## config.mk

```make
export PLATFORM = sky130hd
export DESIGN_NAME = cpu_top
export DESIGN_NICKNAME = d
export VERILOG_FILES = /design/src/rtl/cpu_pkg.sv /design/src/rtl/cpu_alu.sv /design/src/rtl/cpu_decoder.sv /design/src/rtl/cpu_regfile.sv /design/src/rtl/cpu_sequencer.sv /design/src/rtl/cpu_top.sv
export SDC_FILE = /design/constraint.sdc
export NUM_CORES = 1
export LEC_CHECK = 0
export ABC_AREA = 1
export BUFFER_PORTS_ARGS = -buffer_cell sky130_fd_sc_hd__buf_2
export CAP_MARGIN = 20
export CORE_ASPECT_RATIO = 1.2
export CORE_MARGIN = 2
export CORE_UTILIZATION = 50
export DETAILED_ROUTE_END_ITERATION = 6
export PLACE_DENSITY = 0.7
export SYNTH_ARGS = -nofsm -noshare
export SYNTH_HDL_FRONTEND = slang
export SYNTH_SLANG_ARGS = --single-unit
```

## constraint.sdc

```tcl
create_clock -name cpu_clk_i -period 4.9 [get_ports cpu_clk_i]
set_clock_uncertainty 0.2 [all_clocks]
set_input_delay 1.47 -clock cpu_clk_i [delete_from_list [all_inputs] [get_ports cpu_clk_i]]
set_output_delay 1.47 -clock cpu_clk_i [all_outputs]
set_load 0.02 [all_outputs]
```

## src/rtl/cpu_pkg.sv

```systemverilog
// cpu_pkg: shared types and constants of the 8-bit accumulator core
// bus and control structs, state, opcode, addressing and ALU encodings
`default_nettype none

package cpu_pkg;

	localparam logic [15:0] RESET_VECTOR = 16'hfffe; // high byte of the start address

	// positions in CC
	localparam int FLAG_N = 3;
	localparam int FLAG_Z = 2;
	localparam int FLAG_V = 1;
	localparam int FLAG_C = 0;

	typedef struct packed {
		logic [15:0] addr;
		logic [7:0]  wdata;
		logic        we;
		logic        re;
	} cpu_bus_t;

	typedef enum logic [3:0] {
		VEC_HI,
		VEC_LO,
		FETCH,
		DECODE,
		ARG_HI,
		ARG_LO,
		MEM_READ,
		EXECUTE,
		MEM_WRITE,
		BRANCH,
		PUSH_LO,
		PUSH_HI,
		PULL_HI,
		PULL_LO
	} seq_state_e;

	typedef enum logic [7:0] {
		OP_LDA_IMM  = 8'h86, OP_LDB_IMM  = 8'hc6, OP_LDA_EXT  = 8'hb6, OP_LDB_EXT  = 8'hf6,
		OP_ADDA_IMM = 8'h8b, OP_ADDB_IMM = 8'hcb, OP_ADDA_EXT = 8'hbb, OP_ADDB_EXT = 8'hfb,
		OP_SUBA_IMM = 8'h80, OP_SUBB_IMM = 8'hc0, OP_SUBA_EXT = 8'hb0, OP_SUBB_EXT = 8'hf0,
		OP_ANDA_IMM = 8'h84, OP_ANDB_IMM = 8'hc4, OP_ANDA_EXT = 8'hb4, OP_ANDB_EXT = 8'hf4,
		OP_EORA_IMM = 8'h88, OP_EORB_IMM = 8'hc8, OP_EORA_EXT = 8'hb8, OP_EORB_EXT = 8'hf8,
		OP_STA_EXT  = 8'hb7, OP_STB_EXT  = 8'hf7,
		OP_BRA      = 8'h20, OP_BNE      = 8'h26, OP_BEQ      = 8'h27,
		OP_JMP      = 8'h7e, OP_JSR      = 8'hbd, OP_RTS      = 8'h39, OP_NOP = 8'h12
	} opcode_e;

	typedef enum logic [1:0] {
		AM_INHERENT,
		AM_IMMEDIATE,
		AM_EXTENDED,
		AM_RELATIVE // 8-bit signed offset
	} addr_mode_e;

	typedef enum logic [2:0] {
		ALU_LOAD,
		ALU_ADD,
		ALU_SUB,
		ALU_AND,
		ALU_EOR,
		ALU_PASS
	} alu_op_e;

	typedef struct packed {
		addr_mode_e mode;
		alu_op_e    alu_op;
		logic       acc_b;        // set selects accumulator B
		logic       reads_mem;
		logic       writes_acc;
		logic       is_store;
		logic       is_branch;
		logic       branch_taken;
		logic       is_jmp;
		logic       is_jsr;
		logic       is_rts;
		logic       known;
	} dec_ctl_t;

	typedef struct packed {
		logic acc_write;
		logic flag_write;
		logic pc_inc;
		logic pc_load;
		logic s_dec;
		logic s_inc;
	} reg_ctl_t;

endpackage

`default_nettype wire

```

## src/rtl/cpu_alu.sv

```systemverilog
// cpu_alu: 8-bit load, add, subtract, and, exclusive-or and pass
// result plus updated N, Z, V and C
`timescale 1ns/1ps
`default_nettype none

module cpu_alu
	import cpu_pkg::*;
(
	input  wire alu_op_e op_i,
	input  wire [7:0]    acc_i,
	input  wire [7:0]    operand_i,
	input  wire [7:0]    cc_i,
	output logic [7:0]   result_o,
	output logic [7:0]   cc_o
);

	logic [8:0] sum;
	logic [8:0] diff;
	logic       v_flag;
	logic       c_flag;

	assign sum = {1'b0, acc_i} + {1'b0, operand_i};
	assign diff = {1'b0, acc_i} - {1'b0, operand_i}; // bit 8 is the borrow

	always_comb
	begin
		result_o = acc_i;
		v_flag = 1'b0;
		c_flag = cc_i[FLAG_C]; // logic ops keep carry
		case (op_i)
			ALU_LOAD: result_o = operand_i;
			ALU_ADD:
			begin
				result_o = sum[7:0];
				c_flag = sum[8];
				v_flag = (acc_i[7] == operand_i[7]) && (sum[7] != acc_i[7]);
			end
			ALU_SUB:
			begin
				result_o = diff[7:0];
				c_flag = diff[8];
				v_flag = (acc_i[7] != operand_i[7]) && (diff[7] != acc_i[7]);
			end
			ALU_AND: result_o = acc_i & operand_i;
			ALU_EOR: result_o = acc_i ^ operand_i;
			ALU_PASS: result_o = acc_i; // store data path
			default: result_o = acc_i;
		endcase
	end

	always_comb
	begin
		cc_o = cc_i;
		cc_o[FLAG_N] = result_o[7];
		cc_o[FLAG_Z] = (result_o == 8'h00);
		cc_o[FLAG_V] = v_flag;
		cc_o[FLAG_C] = c_flag;
	end

endmodule

`default_nettype wire

```

## src/rtl/cpu_decoder.sv

```systemverilog
// cpu_decoder: opcode to control struct, plus the branch condition test
`timescale 1ns/1ps
`default_nettype none

module cpu_decoder
	import cpu_pkg::*;
(
	input  wire [7:0] opcode_i,
	input  wire [7:0] cc_i,
	output dec_ctl_t  ctl_o
);

	logic alu_group;

	always_comb
	begin
		ctl_o = '0;
		ctl_o.mode = AM_INHERENT;
		ctl_o.alu_op = ALU_PASS;
		ctl_o.acc_b = opcode_i[6]; // B forms sit in the upper half
		alu_group = 1'b0;
		case (opcode_i)
			OP_LDA_IMM, OP_LDB_IMM, OP_LDA_EXT, OP_LDB_EXT:
			begin
				alu_group = 1'b1;
				ctl_o.alu_op = ALU_LOAD;
			end
			OP_ADDA_IMM, OP_ADDB_IMM, OP_ADDA_EXT, OP_ADDB_EXT:
			begin
				alu_group = 1'b1;
				ctl_o.alu_op = ALU_ADD;
			end
			OP_SUBA_IMM, OP_SUBB_IMM, OP_SUBA_EXT, OP_SUBB_EXT:
			begin
				alu_group = 1'b1;
				ctl_o.alu_op = ALU_SUB;
			end
			OP_ANDA_IMM, OP_ANDB_IMM, OP_ANDA_EXT, OP_ANDB_EXT:
			begin
				alu_group = 1'b1;
				ctl_o.alu_op = ALU_AND;
			end
			OP_EORA_IMM, OP_EORB_IMM, OP_EORA_EXT, OP_EORB_EXT:
			begin
				alu_group = 1'b1;
				ctl_o.alu_op = ALU_EOR;
			end
			OP_STA_EXT, OP_STB_EXT:
			begin
				ctl_o.mode = AM_EXTENDED;
				ctl_o.is_store = 1'b1;
				ctl_o.known = 1'b1;
			end
			OP_BRA, OP_BEQ, OP_BNE:
			begin
				ctl_o.mode = AM_RELATIVE;
				ctl_o.is_branch = 1'b1;
				ctl_o.known = 1'b1;
			end
			OP_JMP:
			begin
				ctl_o.mode = AM_EXTENDED;
				ctl_o.is_jmp = 1'b1;
				ctl_o.known = 1'b1;
			end
			OP_JSR:
			begin
				ctl_o.mode = AM_EXTENDED;
				ctl_o.is_jsr = 1'b1;
				ctl_o.known = 1'b1;
			end
			OP_RTS:
			begin
				ctl_o.is_rts = 1'b1;
				ctl_o.known = 1'b1;
			end
			OP_NOP: ctl_o.known = 1'b1;
			default: ctl_o.known = 1'b0; // skipped by the sequencer
		endcase

		// bit 4 tells extended from immediate in the ALU rows
		if (alu_group)
		begin
			ctl_o.mode = opcode_i[4] ? AM_EXTENDED : AM_IMMEDIATE;
			ctl_o.reads_mem = opcode_i[4];
			ctl_o.writes_acc = 1'b1;
			ctl_o.known = 1'b1;
		end

		case (opcode_i)
			OP_BRA: ctl_o.branch_taken = 1'b1;
			OP_BEQ: ctl_o.branch_taken = cc_i[FLAG_Z];
			OP_BNE: ctl_o.branch_taken = !cc_i[FLAG_Z];
			default: ctl_o.branch_taken = 1'b0;
		endcase
	end

endmodule

`default_nettype wire

```

## src/rtl/cpu_regfile.sv

```systemverilog
// cpu_regfile: A, B, CC, PC and S
// commits the writes, increments and loads the sequencer orders
`timescale 1ns/1ps
`default_nettype none

module cpu_regfile
	import cpu_pkg::*;
#(
	parameter logic [15:0] STACK_INIT = 16'h0200
)
(
	input  wire           cpu_clk_i,
	input  wire           k_reset_i,
	input  wire reg_ctl_t ctl_i,
	input  wire           acc_sel_i,
	input  wire [7:0]     alu_result_i,
	input  wire [7:0]     alu_cc_i,
	input  wire [15:0]    new_pc_i,
	output logic [7:0]    acc_o,
	output logic [7:0]    cc_o,
	output logic [15:0]   pc_o,
	output logic [15:0]   s_o
);

	logic [7:0]  a_q;
	logic [7:0]  b_q;
	logic [7:0]  cc_q;
	logic [15:0] pc_q;
	logic [15:0] s_q;

	always_ff @(posedge cpu_clk_i or posedge k_reset_i)
	begin
		if (k_reset_i)
		begin
			a_q <= 8'h00;
			b_q <= 8'h00;
			cc_q <= 8'h00;
			pc_q <= 16'h0000; // replaced from the reset vector
			s_q <= STACK_INIT;
		end
		else
		begin
			if (ctl_i.acc_write)
			begin
				if (acc_sel_i)
					b_q <= alu_result_i;
				else
					a_q <= alu_result_i;
			end
			if (ctl_i.flag_write)
				cc_q <= alu_cc_i;
			if (ctl_i.pc_load)
				pc_q <= new_pc_i; // load wins over increment
			else if (ctl_i.pc_inc)
				pc_q <= pc_q + 16'h1;
			if (ctl_i.s_dec)
				s_q <= s_q - 16'h1; // stack grows down
			else if (ctl_i.s_inc)
				s_q <= s_q + 16'h1;
		end
	end

	assign acc_o = acc_sel_i ? b_q : a_q;
	assign cc_o = cc_q;
	assign pc_o = pc_q;
	assign s_o = s_q;

endmodule

`default_nettype wire

```

## src/rtl/cpu_sequencer.sv

```systemverilog
// cpu_sequencer: main FSM of the core
// three-phase byte transfers for fetch, operands, data and the stack
`timescale 1ns/1ps
`default_nettype none

module cpu_sequencer
	import cpu_pkg::*;
(
	input  wire           cpu_clk_i,
	input  wire           k_reset_i,
	input  wire [7:0]     data_i,
	input  wire dec_ctl_t dec_i,
	input  wire [7:0]     acc_i,
	input  wire [7:0]     alu_result_i,
	input  wire [15:0]    pc_i,
	input  wire [15:0]    s_i,
	output logic [7:0]    opcode_o,
	output logic [7:0]    operand_o,
	output reg_ctl_t      reg_ctl_o,
	output logic [15:0]   new_pc_o,
	output cpu_bus_t      bus_o
);

	seq_state_e  state_q;
	seq_state_e  state_d;
	logic [1:0]  phase_q;       // 0 address, 1 strobe, 2 data
	logic [15:0] addr_q;
	logic        re_q;
	logic        we_q;
	logic [7:0]  wdata_q;
	logic [7:0]  opcode_q;
	logic [7:0]  operand_q;
	logic [7:0]  ea_hi_q;       // also vector and return address high byte
	logic [7:0]  ea_lo_q;
	logic        bus_state;
	logic        bus_write;
	logic        first_phase;
	logic        xfer_done;
	logic [15:0] xfer_addr;
	logic [7:0]  xfer_wdata;

	// what the current state moves on the bus
	always_comb
	begin
		bus_state = 1'b1;
		bus_write = 1'b0;
		xfer_addr = pc_i; // fetch and operand bytes
		xfer_wdata = acc_i;
		case (state_q)
			VEC_HI: xfer_addr = RESET_VECTOR;
			VEC_LO: xfer_addr = RESET_VECTOR + 16'h1;
			MEM_READ: xfer_addr = {ea_hi_q, ea_lo_q};
			MEM_WRITE:
			begin
				xfer_addr = {ea_hi_q, ea_lo_q};
				bus_write = 1'b1;
				xfer_wdata = alu_result_i; // store data through the ALU pass
			end
			PUSH_LO:
			begin
				xfer_addr = s_i - 16'h1;
				bus_write = 1'b1;
				xfer_wdata = pc_i[7:0];
			end
			PUSH_HI:
			begin
				xfer_addr = s_i - 16'h1; // S already stepped once
				bus_write = 1'b1;
				xfer_wdata = pc_i[15:8];
			end
			PULL_HI, PULL_LO: xfer_addr = s_i;
			DECODE, EXECUTE, BRANCH: bus_state = 1'b0;
			default: xfer_addr = pc_i;
		endcase
	end

	assign first_phase = bus_state && (phase_q == 2'd0);
	assign xfer_done = bus_state && (phase_q == 2'd2);

	always_comb
	begin
		case (state_q)
			VEC_HI: state_d = VEC_LO;
			VEC_LO: state_d = FETCH;
			FETCH: state_d = DECODE;
			DECODE:
			begin
				case (dec_i.mode)
					AM_IMMEDIATE, AM_RELATIVE: state_d = ARG_LO;
					AM_EXTENDED: state_d = ARG_HI;
					default: state_d = dec_i.is_rts ? PULL_HI : FETCH;
				endcase
				if (!dec_i.known)
					state_d = FETCH; // unknown opcode skipped
			end
			ARG_HI: state_d = ARG_LO;
			ARG_LO:
			begin
				if (dec_i.is_branch)
					state_d = BRANCH;
				else if (dec_i.reads_mem)
					state_d = MEM_READ;
				else if (dec_i.is_store)
					state_d = MEM_WRITE;
				else if (dec_i.is_jsr)
					state_d = PUSH_LO;
				else
					state_d = EXECUTE; // immediates and JMP
			end
			MEM_READ: state_d = EXECUTE;
			PUSH_LO: state_d = PUSH_HI;
			PULL_HI: state_d = PULL_LO;
			default: state_d = FETCH;
		endcase
	end

	always_comb
	begin
		reg_ctl_o = '0;
		reg_ctl_o.pc_inc = first_phase && (state_q inside {FETCH, ARG_HI, ARG_LO});
		reg_ctl_o.s_dec = first_phase && (state_q inside {PUSH_LO, PUSH_HI});
		reg_ctl_o.s_inc = first_phase && (state_q inside {PULL_HI, PULL_LO});
		reg_ctl_o.acc_write = (state_q == EXECUTE) && dec_i.writes_acc;
		reg_ctl_o.flag_write = (state_q == EXECUTE) && dec_i.writes_acc;
		reg_ctl_o.pc_load = (xfer_done && (state_q inside {VEC_LO, PUSH_HI, PULL_LO}))
			|| ((state_q == EXECUTE) && dec_i.is_jmp)
			|| ((state_q == BRANCH) && dec_i.branch_taken);
	end

	always_comb
	begin
		case (state_q)
			VEC_LO, PULL_LO: new_pc_o = {ea_hi_q, data_i}; // low byte straight off the bus
			BRANCH: new_pc_o = pc_i + {{8{operand_q[7]}}, operand_q};
			default: new_pc_o = {ea_hi_q, ea_lo_q};
		endcase
	end

	always_ff @(posedge cpu_clk_i or posedge k_reset_i)
	begin
		if (k_reset_i)
		begin
			state_q <= VEC_HI;
			phase_q <= 2'd0;
			re_q <= 1'b0;
			we_q <= 1'b0;
			addr_q <= RESET_VECTOR;
		end
		else
		begin
			re_q <= 1'b0; // strobes last one cycle
			we_q <= 1'b0;
			if (bus_state)
				phase_q <= xfer_done ? 2'd0 : phase_q + 2'd1;
			if (first_phase)
			begin
				addr_q <= xfer_addr;
				re_q <= !bus_write;
				we_q <= bus_write;
			end
			if (xfer_done || !bus_state)
				state_q <= state_d;
		end
	end

	always_ff @(posedge cpu_clk_i)
	begin
		if (first_phase)
			wdata_q <= xfer_wdata;
		if (xfer_done)
		begin
			case (state_q)
				FETCH: opcode_q <= data_i;
				VEC_HI, ARG_HI, PULL_HI: ea_hi_q <= data_i;
				ARG_LO:
				begin
					if (dec_i.mode == AM_EXTENDED)
						ea_lo_q <= data_i;
					else
						operand_q <= data_i; // immediate or branch offset
				end
				MEM_READ: operand_q <= data_i;
				default: ;
			endcase
		end
	end

	assign opcode_o = opcode_q;
	assign operand_o = operand_q;
	assign bus_o.addr = addr_q;
	assign bus_o.wdata = wdata_q;
	assign bus_o.we = we_q;
	assign bus_o.re = re_q;

endmodule

`default_nettype wire

```

## src/rtl/cpu_top.sv

```systemverilog
// cpu_top: 8-bit accumulator core
// sequencer, decoder, ALU and register file
`timescale 1ns/1ps
`default_nettype none

module cpu_top
	import cpu_pkg::*;
#(
	parameter logic [15:0] STACK_INIT = 16'h0200
)
(
	input  wire        cpu_clk_i,
	input  wire        k_reset_i,
	input  wire [7:0]  data_i,
	output cpu_bus_t   bus_o,
	output logic [7:0] cc_o
);

	dec_ctl_t    dec_ctl;
	reg_ctl_t    reg_ctl;
	logic [7:0]  opcode;
	logic [7:0]  operand;
	logic [7:0]  acc;         // selected accumulator
	logic [7:0]  alu_result;
	logic [7:0]  alu_cc;
	logic [15:0] new_pc;
	logic [15:0] pc;
	logic [15:0] s;

	cpu_sequencer u_sequencer (
		.cpu_clk_i    (cpu_clk_i),
		.k_reset_i    (k_reset_i),
		.data_i       (data_i),
		.dec_i        (dec_ctl),
		.acc_i        (acc),
		.alu_result_i (alu_result),
		.pc_i         (pc),
		.s_i          (s),
		.opcode_o     (opcode),
		.operand_o    (operand),
		.reg_ctl_o    (reg_ctl),
		.new_pc_o     (new_pc),
		.bus_o        (bus_o)
	);

	cpu_decoder u_decoder (
		.opcode_i (opcode),
		.cc_i     (cc_o),
		.ctl_o    (dec_ctl)
	);

	cpu_alu u_alu (
		.op_i      (dec_ctl.alu_op),
		.acc_i     (acc),
		.operand_i (operand),
		.cc_i      (cc_o),
		.result_o  (alu_result),
		.cc_o      (alu_cc)
	);

	cpu_regfile #(
		.STACK_INIT (STACK_INIT)
	) u_regfile (
		.cpu_clk_i    (cpu_clk_i),
		.k_reset_i    (k_reset_i),
		.ctl_i        (reg_ctl),
		.acc_sel_i    (dec_ctl.acc_b),
		.alu_result_i (alu_result),
		.alu_cc_i     (alu_cc),
		.new_pc_i     (new_pc),
		.acc_o        (acc),
		.cc_o         (cc_o),
		.pc_o         (pc),
		.s_o          (s)
	);

endmodule

`default_nettype wire

```

==> impl_metrics.env, run 1 <==
export IMPL_wire_per_inst_um=18.0
export IMPL_status="finished clean"
export IMPL_peakVddDrop_uv=371
export IMPL_most_common_layout_cells="nand2_1 (301), inv_1 (146), nor2_1 (127)"
export IMPL_cp_required_ps=4850
export IMPL_fp_dieH_um=149
export IMPL_vias=8776
export IMPL_die_area_um2=18500
export IMPL_hpwl_um=20300
export IMPL_final_setup_viol_count=0
export IMPL_grt_usage_pct=28.9
export IMPL_groute_layer_met1_usage_pct=35.8
export IMPL_critical_path_max_fanout=14
export IMPL_finalHoldViolations=0
export IMPL_ff2ff_path_depth=18
export IMPL_synth_seq_cells=116
export IMPL_fin_crit_ps=3780
export IMPL_synth_enable_flop_cells=40
export IMPL_post_cts_resized=0
export IMPL_mostFrequentLayoutCell="nand2_1"
export IMPL_grt_pass1_wl_um=42100
export IMPL_final_max_slew_viol_count=0
export IMPL_netlist_area_leader_share_pct=17.2
export IMPL_syn_area_um2=8720
export IMPL_swShare_pct=43.6
export IMPL_layout_cells_non_filler=1493
export IMPL_antenna_found_initial=0
export IMPL_cts_setup_buffers=0
export IMPL_first_iter_violations=937
export IMPL_drcViolationCount=0
export IMPL_cts_tree="done"
export IMPL_grt_pass1_vias=8058
export IMPL_hold_buffers=0
export IMPL_fillers=1638
export IMPL_wl_um=26800
export IMPL_combPwrFrac_pct=41.2
export IMPL_initial_core_util_pct=51.4
export IMPL_ios=44
export IMPL_period_share_pct=77.1
export IMPL_ys_flop_type="dfrtp_1"
export IMPL_critPathLaunchType="register"
export IMPL_core_area_um2=17000
export IMPL_syn_inst=1230
export IMPL_cts_sinks=116
export IMPL_cts_root_buf="clkbuf_16"
export IMPL_cts_buffers_inserted=17
export IMPL_p_seq_share_pct=31.9
export IMPL_max_slew_margin_pct=31.8
export IMPL_via_per_inst=5.88
export IMPL_crit_type="reg2reg"
export IMPL_io_buffers=39
export IMPL_tightest_slew_ps=1010
export IMPL_area_growth_pct=10.8
export IMPL_power_density_nw_per_um2=498
export IMPL_synthTopCellsByArea="dfrtp_1 (17%), edfxtp_1 (14%), nand2_1 (13%), inv_1 (6.3%), o21ai_0 (5.9%)"
export IMPL_min_path_type="reg2reg"
export IMPL_clk_pin_slew_ps=60
export IMPL_critPathArrivalTime_ps=3730
export IMPL_grt_start_max_net_pins=40
export IMPL_ys_warnings_count=0
export IMPL_avgSynthCellArea_um2=7.09
export IMPL_maxCapViolCount=0
export IMPL_overflow=0
export IMPL_clockBufferDepth=2
export IMPL_tns_ps=0
export IMPL_synth_area_leader_cell="dfrtp_1"
export IMPL_finalNetCount=1312
export IMPL_drtPass1Iterations=7
export IMPL_clock_latency_ps=430
export IMPL_die_w_um=125
export IMPL_num_rows=52
export IMPL_worst_hold_slack_ps=265
export IMPL_yosysUniqueCellTypes=56
export IMPL_grt_use_met2_pct=49.8
export IMPL_diodes=0
export IMPL_dp_cells=1460
export IMPL_whs_path_depth=2
export IMPL_use_met3_pct=4.24
export IMPL_power_internal_w=0.00272
export IMPL_ant_nets=0
export IMPL_busiest_layer="met2"
export IMPL_place_gp_congestion=0.955
export IMPL_power_switching_w=0.00210
export IMPL_p_leak_nw=4.58
export IMPL_max_freq_ghz=0.265
export IMPL_clock_power_share_pct=26.9
export IMPL_endpoint_kind="register"
export IMPL_cts_htree_levels=4
export IMPL_async_flop_share_pct=65.5
export IMPL_drive_above_1_share_pct=11.2
export IMPL_ys_seq_area_share_pct=35.8
export IMPL_rsz0062_at_grt="false"
## worst max-delay path: stages (launching register included)
cell	delay (ps)
edfxtp_1	580
inv_1	220
or2_2	320
o21ai_0	160
inv_1	130
ha_1	500
inv_1	140
nand2_1	90
nand2_1	60
inv_1	70
nand3_1	60
nand3_1	120
o21ai_0	100
inv_1	60
nand3_1	110
nor2_1	260
inv_1	90
a21oi_1	140
o21ai_0	90
## path summary, 6_finish.rpt
path,from,to,slack [ps]
setup / recovery,u_sequencer.opcode_o[6],u_sequencer.wdata_q[3],1120
hold / removal,u_sequencer.addr_q[8],u_sequencer.addr_q[8],260
setup reg to reg,u_sequencer.opcode_o[6],u_sequencer.wdata_q[3],1120
hold reg to reg,u_sequencer.addr_q[8],u_sequencer.addr_q[8],260
max in group asynchronous,k_reset_i,u_sequencer.addr_q[3],2760
min in group asynchronous,k_reset_i,u_sequencer.we_q,930
## through the flow
step / power (W) / area (um^2) / utilization, % / setup WS (ps)
2_1_floorplan: 0.00294 / 8740 / - / 1320
3_5_place_dp: 0.00350 / 9050 / 53.3 / 1240
5_1_grt: 0.00513 / 9670 / 56.9 / 809
6_report: 0.00482 / 9670 / 56.9 / 1120
3_3_place_gp: 0.00347 / 9050 / 53.3 / 1270
4_1_cts: 0.00479 / 9660 / 56.9 / 1210
## synth_stat cells (2+ instances only)
master	number
xor2_1	21
xnor2_1	3
dfrtp_1	60
a22oi_1	16
o22ai_1	5
o21ai_1	7
inv_1	147
nor2_1	127
or2_2	13
nand3b_1	3
inv_2	11
clkbuf_1	6
nand3_1	87
dfstp_2	16
a211oi_1	4
nand4_1	29
edfxtp_1	40
buf_6	3
nor4_1	5
nor2_4	3
clkinv_1	3
o2111ai_1	4
nand2_2	6
o21bai_1	4
a31oi_1	13
nor3_1	20
nor2_2	7
fa_1	3
a32oi_1	2
a221oi_1	2
buf_2	15
o211ai_1	15
a21oi_1	60
a21o_1	5
o21ai_0	103
ha_1	35
nand2_1	301
buf_4	8
## state kept, by name, indices dropped and copies added (netlist names)
| register | count |
|---|---|
| u_sequencer.ea_lo_q | 8 |
| u_regfile.a_q | 8 |
| u_sequencer.opcode_o | 8 |
| u_sequencer.we_q | 1 |
| u_sequencer.wdata_q | 8 |
| u_regfile.s_o | 16 |
| u_sequencer.addr_q | 16 |
| u_regfile.pc_o | 16 |
| u_sequencer.state_q | 4 |
| u_sequencer.phase_q | 2 |
| u_sequencer.re_q | 1 |
| u_regfile.b_q | 8 |
| u_regfile.cc_o | 4 |
| u_sequencer.operand_o | 8 |
| u_sequencer.ea_hi_q | 8 |
## power groups by stage
| stage | Combinational, W | Clock (W) | Sequential [W] |
|---|---|---|---|
| after floorplan | 0.00135 | 0 | 0.00159 |
| after global placement | 0.00193 | 0 | 0.00154 |
| after detailed placement | 0.00196 | 0 | 0.00154 |
| after CTS | 0.00197 | 0.00130 | 0.00153 |
| after global routing | 0.00222 | 0.00134 | 0.00156 |
| final | 0.00199 | 0.00129 | 0.00154 |
## cell type report
cell class	instances	area [um^2]	share of cell area, %
clock inverter	15	181	1.88
multi-input combinational	922	4810	49.8
inverter	162	612	6.33
timing repair buffer	45	240	2.49
sequential	116	3120	32.3
tap	216	270	2.80
clock buffer	17	425	4.40
## kinds of logic (layout without fill, tap and decap cells)
group,after synthesis,after routing,share of synthesized area [%]
simple gates,606,606,30.1
compound gates,249,249,16.6
buf+inv,195,239,9.24
flops,116,116,35.8
fa+ha+maj,38,38,5.71
xor+xnor,24,24,2.41
other cells,1,4,0.0430
mux,1,1,0.129
## metal layers
metal,wire [um],vias up,part of all wire [%]
met4,1150,0,4.3
li1,-,4200,-
met5,0,-,0
met3,1680,86,6.3
met2,13100,390,49
met1,10900,4100,40
(Power assumes the default switching activity.)
==> run 2: changes to the inputs <==
- ABC_AREA: 1 -> 0
- clock period: 4.9 -> 3.9 ns (I/O delays scaled with it)
==> run 2 against run 1 <==
Effect of this change: cell area is 0.62% lower; highest routed layer unchanged; core utilization is 0.30 points higher; die area is 2.0% lower; largest cell class unchanged; sequential share of layout area is 0.20 points higher.
==> impl_metrics.env, run 2 <==
export IMPL_fp_dieH_um=147
export IMPL_synth_enable_flop_cells=40
export IMPL_finalNetCount=1055
export IMPL_critPathArrivalTime_ps=3820
export IMPL_clock_power_share_pct=24.5
export IMPL_final_max_slew_viol_count=0
export IMPL_netlist_area_leader_share_pct=17.6
export IMPL_die_area_um2=18100
export IMPL_ys_warnings_count=0
export IMPL_clk_pin_slew_ps=60
export IMPL_swShare_pct=43.1
export IMPL_initial_core_util_pct=50.9
export IMPL_r2r_slack_ps=220
export IMPL_synth_seq_cells=116
export IMPL_ys_seq_area_share_pct=36.6
export IMPL_crit_type="reg2reg"
export IMPL_rsz0062_at_grt="false"
export IMPL_overflow=0
export IMPL_drtPass1Iterations=5
export IMPL_grt_usage_pct=29.9
export IMPL_fillers=1498
export IMPL_wire_per_inst_um=21.2
export IMPL_p_leak_nw=3.98
export IMPL_cts_htree_levels=4
export IMPL_tns_ps=0
export IMPL_cts_setup_buffers=0
export IMPL_vias=7823
export IMPL_hpwl_um=19400
export IMPL_syn_area_um2=8540
export IMPL_power_density_nw_per_um2=686
export IMPL_fin_crit_ps=3680
export IMPL_synthTopCellsByArea="dfrtp_1 (18%), edfxtp_1 (14%), ha_1 (5.1%), nand2_1 (5.1%), dfstp_2 (4.9%)"
export IMPL_path_cells="buf_4 -> mux2_2 -> fa_1 -> nand2b_4 -> a2111o_1 -> o211ai_1 -> o21ai_1 -> a221oi_2 -> a21oi_1 -> or4_1 -> o31ai_2"
export IMPL_ios=44
export IMPL_yosysMostFrequentCell="nand2_1"
export IMPL_clockBufferDepth=2
export IMPL_whs_path_depth=2
export IMPL_async_flop_share_pct=65.5
export IMPL_min_from="u_sequencer.addr_q[14]"
export IMPL_most_common_layout_cells="nand2_1 (115), nor2_1 (87), o21ai_0 (78)"
export IMPL_avgSynthCellArea_um2=8.76
export IMPL_max_slew_margin_pct=53.8
export IMPL_grt_start_max_net_pins=56
export IMPL_drive_above_1_share_pct=17.1
export IMPL_critPathLaunchType="register"
export IMPL_yosysUniqueCellTypes=84
export IMPL_synth_area_leader_cell="dfrtp_1"
export IMPL_min_path_type="reg2reg"
export IMPL_finalHoldViolations=0
export IMPL_cts_sinks=116
export IMPL_io_buffers=39
export IMPL_cp_required_ps=4030
export IMPL_drcViolationCount=0
export IMPL_mostFrequentLayoutCell="nand2_1"
export IMPL_place_gp_congestion=0.975
export IMPL_ant_nets=0
export IMPL_period_share_pct=94.4
export IMPL_p_seq_share_pct=30.8
export IMPL_diodes=0
export IMPL_die_w_um=123
export IMPL_max_freq_ghz=0.272
export IMPL_antenna_found_initial=0
export IMPL_combPwrFrac_pct=44.8
export IMPL_clock_latency_ps=430
export IMPL_cts_root_buf="clkbuf_16"
export IMPL_cts_tree="done"
export IMPL_via_per_inst=6.33
export IMPL_num_rows=52
export IMPL_status="finished clean"
export IMPL_synth_common_cells="nand2_1 (115), nor2_1 (87), o21ai_0 (78), dfrtp_1 (60), a21oi_1 (59)"
export IMPL_syn_inst=975
export IMPL_area_growth_pct=12.5
export IMPL_tightest_slew_ps=692
export IMPL_worstHoldEndpoint="u_sequencer.addr_q[14]"
export IMPL_peakVddDrop_uv=389
export IMPL_cpPeakStageDelay_ps=560
export IMPL_utilization_pct=57.2
export IMPL_power_switching_w=0.00284
export IMPL_ff2ff_path_depth=11
export IMPL_wl_um=26200
export IMPL_first_iter_violations=967
export IMPL_grt_pass1_vias=7364
export IMPL_hold_buffers=0
export IMPL_power_internal_w=0.00375
export IMPL_ys_flop_type="dfrtp_1"
export IMPL_core_area_um2=16800
export IMPL_worstReg2RegStart="u_sequencer.opcode_o[6]"
export IMPL_critical_path_max_fanout=8
export IMPL_grt_pass1_wl_um=41200
export IMPL_crit_slowest_cell="or4_1"
export IMPL_worst_hold_slack_ps=268
export IMPL_startpoint="u_sequencer.opcode_o[6]"
export IMPL_final_setup_viol_count=0
export IMPL_r2r_end="u_regfile.cc_o[2]"
export IMPL_post_cts_resized=0
export IMPL_endpoint_kind="register"
export IMPL_maxCapViolCount=0
export IMPL_cts_buffers_inserted=17
[run 2: changes by cell type in the layout (fill, tap and decap cells not counted), sizes merged, moves of 18 or more]
cell,before,now
inv,161,38
o21ai,111,84
nor2,137,88
nand2,308,115
mux2i,0,18
buf,45,75
nand3,89,21
mux2,1,28
xnor2,3,43
[run 2: cells by family (layout without fill, tap and decap cells)]
logic type / count (synthesis) / after routing / share of synthesized area [%]
other: 1 / 4 / 0.0439
DFF: 116 / 116 / 36.6
adders and majority gates: 38 / 38 / 5.83
muxes: 46 / 46 / 5.80
xor gates and xnor gates: 62 / 62 / 6.45
AOI/OAI and AO/OA: 274 / 274 / 21.0
buffers and inverters: 99 / 141 / 4.95
and+or+nand+nor: 339 / 339 / 19.3
[run 2: layout make-up]
cell class              count  area (um^2)  area share [%]
inverters                  34          129            1.34
clock buffers              20          447            4.65
repair buffers             75          478            4.98
multi-input cells         763         5010            52.1
clock inverters            12          151            1.58
flip-flops and latches    116         3120            32.5
well taps                 216          270            2.81
[run 2: stage by stage]
stage | instances | worst slack (ps) | instance area, um^2 | total power (W)
2_1_floorplan | 978 | 316 | 8550 | 0.00400
3_3_place_gp | 1204 | 358 | 9010 | 0.00488
3_5_place_dp | 1204 | 282 | 9010 | 0.00491
4_1_cts | 1236 | 267 | 9610 | 0.00654
5_1_grt | 1236 | 33.1 | 9610 | 0.00696
6_report | 1236 | 217 | 9610 | 0.00659
[run 2: layer usage]
layer,track usage [%],share of wire (%),vias to the layer above
met1,38.6,40,3717
li1,-,-,3628
met5,0,0,-
met3,4.46,6.7,108
met4,18.0,6.2,0
met2,46.8,47,370
[run 2: critical path: cells and delay by family, from the launching register on]
kind,cells,cell delay [ps]
buf+inv,1,240
mux,1,330
flops,1,530
simple gates,2,630
fa+ha+maj,1,280
compound gates,6,1370
[run 2: how the worst max path moves through the flow]
| stage | cells after the start | to | slack, ps |
|---|---|---|---|
| after floorplan | 11 | u_regfile.cc_o[2] | 320 |
| after global placement | 12 | u_sequencer.wdata_q[6] | 360 |
| after detailed placement | 12 | u_sequencer.wdata_q[6] | 280 |
| after CTS | 12 | u_sequencer.wdata_q[6] | 270 |
| after global routing | 11 | u_regfile.cc_o[2] | 30 |
| final | 11 | u_regfile.cc_o[2] | 220 |
[run 2: power groups by stage]
stage	logic [W]	registers, W	clock network (W)
global route	0.00322	0.00206	0.00168
detailed placement	0.00288	0.00203	0
global placement	0.00285	0.00203	0
CTS	0.00291	0.00201	0.00162
finish	0.00295	0.00203	0.00161
floorplan	0.00198	0.00202	0
==> run 3: changes to the inputs <==
- BUFFER_PORTS_ARGS: -buffer_cell sky130_fd_sc_hd__buf_2 -> -buffer_cell sky130_fd_sc_hd__clkbuf_2
- clock period: 3.9 -> 3.6 ns (I/O delays scaled with it)
==> run 3 against run 2 <==
Effect of this change: core utilization increased by 1.1 points; combinational power grew 11%; global-route usage is 0.12 points higher; die area did not move; flip-flop and latch count did not move; first-iteration DRC count down 16%; hold slack improved by 1.4 ps; cell area increased by 1.9%; highest routed layer unchanged; non-clock buffer count is 17 higher; fmax increased by 5.8%; total power increased by 8.8%; clock power up 7%.
==> impl_metrics.env, run 3 (same netlist as run 2, synthesis figures left out) <==
export IMPL_cpPeakStageDelay_ps=550
export IMPL_ios=44
export IMPL_antenna_found_initial=0
export IMPL_cts_root_buf="clkbuf_16"
export IMPL_clock_power_share_pct=24.1
export IMPL_max_slew_margin_pct=50.2
export IMPL_overflow=0
export IMPL_core_area_um2=16800
export IMPL_peakVddDrop_uv=438
export IMPL_fp_dieH_um=147
export IMPL_final_max_slew_viol_count=0
export IMPL_r2r_end="u_regfile.cc_o[2]"
export IMPL_grt_pass1_vias=7351
export IMPL_critPathLaunchType="register"
export IMPL_first_iter_violations=817
export IMPL_use_met3_pct=4.85
export IMPL_drcViolationCount=0
export IMPL_die_w_um=123
export IMPL_p_seq_share_pct=30.4
export IMPL_path_buf_inv=2
export IMPL_fillers=1502
export IMPL_path_cells="buf_6 -> mux2_2 -> ha_1 -> buf_4 -> a2111o_1 -> o211ai_1 -> o21ai_1 -> a221oi_2 -> a21oi_2 -> or4_1 -> o31ai_2"
export IMPL_worstHoldEndpoint="u_sequencer.addr_q[15]"
export IMPL_via_per_inst=6.24
export IMPL_num_rows=52
export IMPL_r2r_slack_ps=120
export IMPL_endpoint_kind="register"
export IMPL_swShare_pct=43.1
export IMPL_power_switching_w=0.00309
export IMPL_min_from="u_sequencer.addr_q[15]"
export IMPL_io_buffers=39
export IMPL_cts_sinks=116
export IMPL_tns_ps=0
export IMPL_mostFrequentLayoutCell="nand2_1"
export IMPL_clock_latency_ps=420
export IMPL_finalHoldViolations=0
export IMPL_cts_htree_levels=4
export IMPL_vias=7819
export IMPL_critPathArrivalTime_ps=3610
export IMPL_grt_start_max_net_pins=36
export IMPL_pre_cts_slack_ps=104
export IMPL_die_area_um2=18100
export IMPL_final_setup_viol_count=0
export IMPL_combPwrFrac_pct=45.5
export IMPL_period_share_pct=96.7
export IMPL_drtPass1Iterations=7
export IMPL_fin_crit_ps=3480
export IMPL_groute_layer_met1_usage_pct=38.7
export IMPL_maxCapViolCount=0
export IMPL_critical_path_max_fanout=9
export IMPL_cp_required_ps=3730
export IMPL_whs_path_depth=2
export IMPL_clk_pin_slew_ps=60
export IMPL_tightest_slew_ps=747
export IMPL_worstReg2RegStart="u_sequencer.opcode_o[6]"
export IMPL_ff2ff_path_depth=11
export IMPL_clockBufferDepth=2
export IMPL_drive_above_1_share_pct=19.4
export IMPL_initial_core_util_pct=50.9
export IMPL_grt_use_met2_pct=47.5
export IMPL_max_freq_ghz=0.287
export IMPL_area_growth_pct=14.5
export IMPL_hpwl_um=19900
export IMPL_busiest_layer="met2"
export IMPL_crit_family="compound AO/OA/AOI/OAI gates"
export IMPL_ant_nets=0
export IMPL_cts_buffers_inserted=17
export IMPL_diodes=0
export IMPL_most_common_layout_cells="nand2_1 (115), nor2_1 (87), o21ai_0 (78)"
export IMPL_final_setup_worst_slack_ps=118
export IMPL_power_internal_w=0.00408
export IMPL_grt_pass1_wl_um=41300
export IMPL_finalNetCount=1072
export IMPL_crit_slowest_cell="or4_1"
export IMPL_place_gp_congestion=0.970
export IMPL_grt_usage_pct=30.0
export IMPL_crit_type="reg2reg"
export IMPL_p_leak_nw=4.07
export IMPL_power_density_nw_per_um2=732
export IMPL_cts_tree="done"
export IMPL_status="finished clean"
export IMPL_wire_per_inst_um=21.2
export IMPL_rsz0062_at_grt="false"
export IMPL_min_path_type="reg2reg"
export IMPL_wl_um=26500
==> run 3: changes by cell type in the layout (fill, tap and decap cells not counted), moves of 2 or more <==
cell,before,now
a221oi_2,1,3
clkbuf_2,0,39
inv_4,3,0
a21oi_1,59,57
buf_4,35,52
a221oi_1,17,15
buf_2,39,0
a21oi_2,0,2
==> run 3: cell type report <==
| class | count | area [um^2] | area share (%) |
|---|---|---|---|
| Clock buffer | 21 | 482 | 4.92 |
| Clock inverter | 11 | 123 | 1.25 |
| Inverter | 34 | 129 | 1.32 |
| Multi-Input combinational cell | 763 | 5060 | 51.7 |
| Sequential cell | 116 | 3120 | 31.9 |
| Tap cell | 216 | 270 | 2.76 |
| Timing Repair Buffer | 92 | 597 | 6.10 |
==> run 3: how the worst max path moves through the flow <==
stage                                  end               startpoint  cells after the start
global placement         u_regfile.cc_o[2]  u_sequencer.opcode_o[6]                     11
detailed placement       u_regfile.cc_o[2]  u_sequencer.opcode_o[6]                     11
CTS                 u_sequencer.wdata_q[4]  u_sequencer.opcode_o[6]                     11
global route             u_regfile.cc_o[2]  u_sequencer.opcode_o[6]                     11
finish                   u_regfile.cc_o[2]  u_sequencer.opcode_o[6]                     11
floorplan                u_regfile.cc_o[2]  u_sequencer.opcode_o[6]                     11
==> run 3: stage by stage <==
stage	instances	hold slack, ps	util (%)	instance area (um^2)	total power (W)
finish	1253	270	58.3	9780	0.00717
global route	1253	288	58.3	9780	0.00760
CTS	1252	272	57.9	9720	0.00712
detailed placement	1220	263	54.3	9110	0.00537
global placement	1220	257	54.3	9110	0.00534
floorplan	978	274	-	8550	0.00433
==> run 3: power by group through the flow <==
stage | registers, W | clock network [W] | logic, W
6_report | 0.00218 | 0.00173 | 0.00326
3_5_place_dp | 0.00218 | 0 | 0.00319
2_1_floorplan | 0.00218 | 0 | 0.00215
5_1_grt | 0.00221 | 0.00181 | 0.00358
3_3_place_gp | 0.00218 | 0 | 0.00316
4_1_cts | 0.00216 | 0.00174 | 0.00322
==> run 3: what timing repair did <==
action | 4_1_cts | 5_1_grt
resized for setup | 0 | 12
buffers inserted | 0 | 1
endpoints found under the setup margin | 0 | 10
hold buffers | 0 | 0
==> run 3: metal layers <==
layer / up-vias / share of wire [%]
met5: - / 0
met4: 0 / 5.1
met3: 79 / 5.9
met2: 339 / 47
met1: 3749 / 42
li1: 3652 / -
==> run 3: worst register-to-register path: cells and delay by family (launching register included) <==
kind                     cells  cell delay, ps
AND/OR/NAND/NOR              1             550
adder cells (fa/ha/maj)      1             300
flip-flops                   1             470
multiplexers                 1             380
AO/OA/AOI/OAI                6            1170
buffers and inverters        2             330
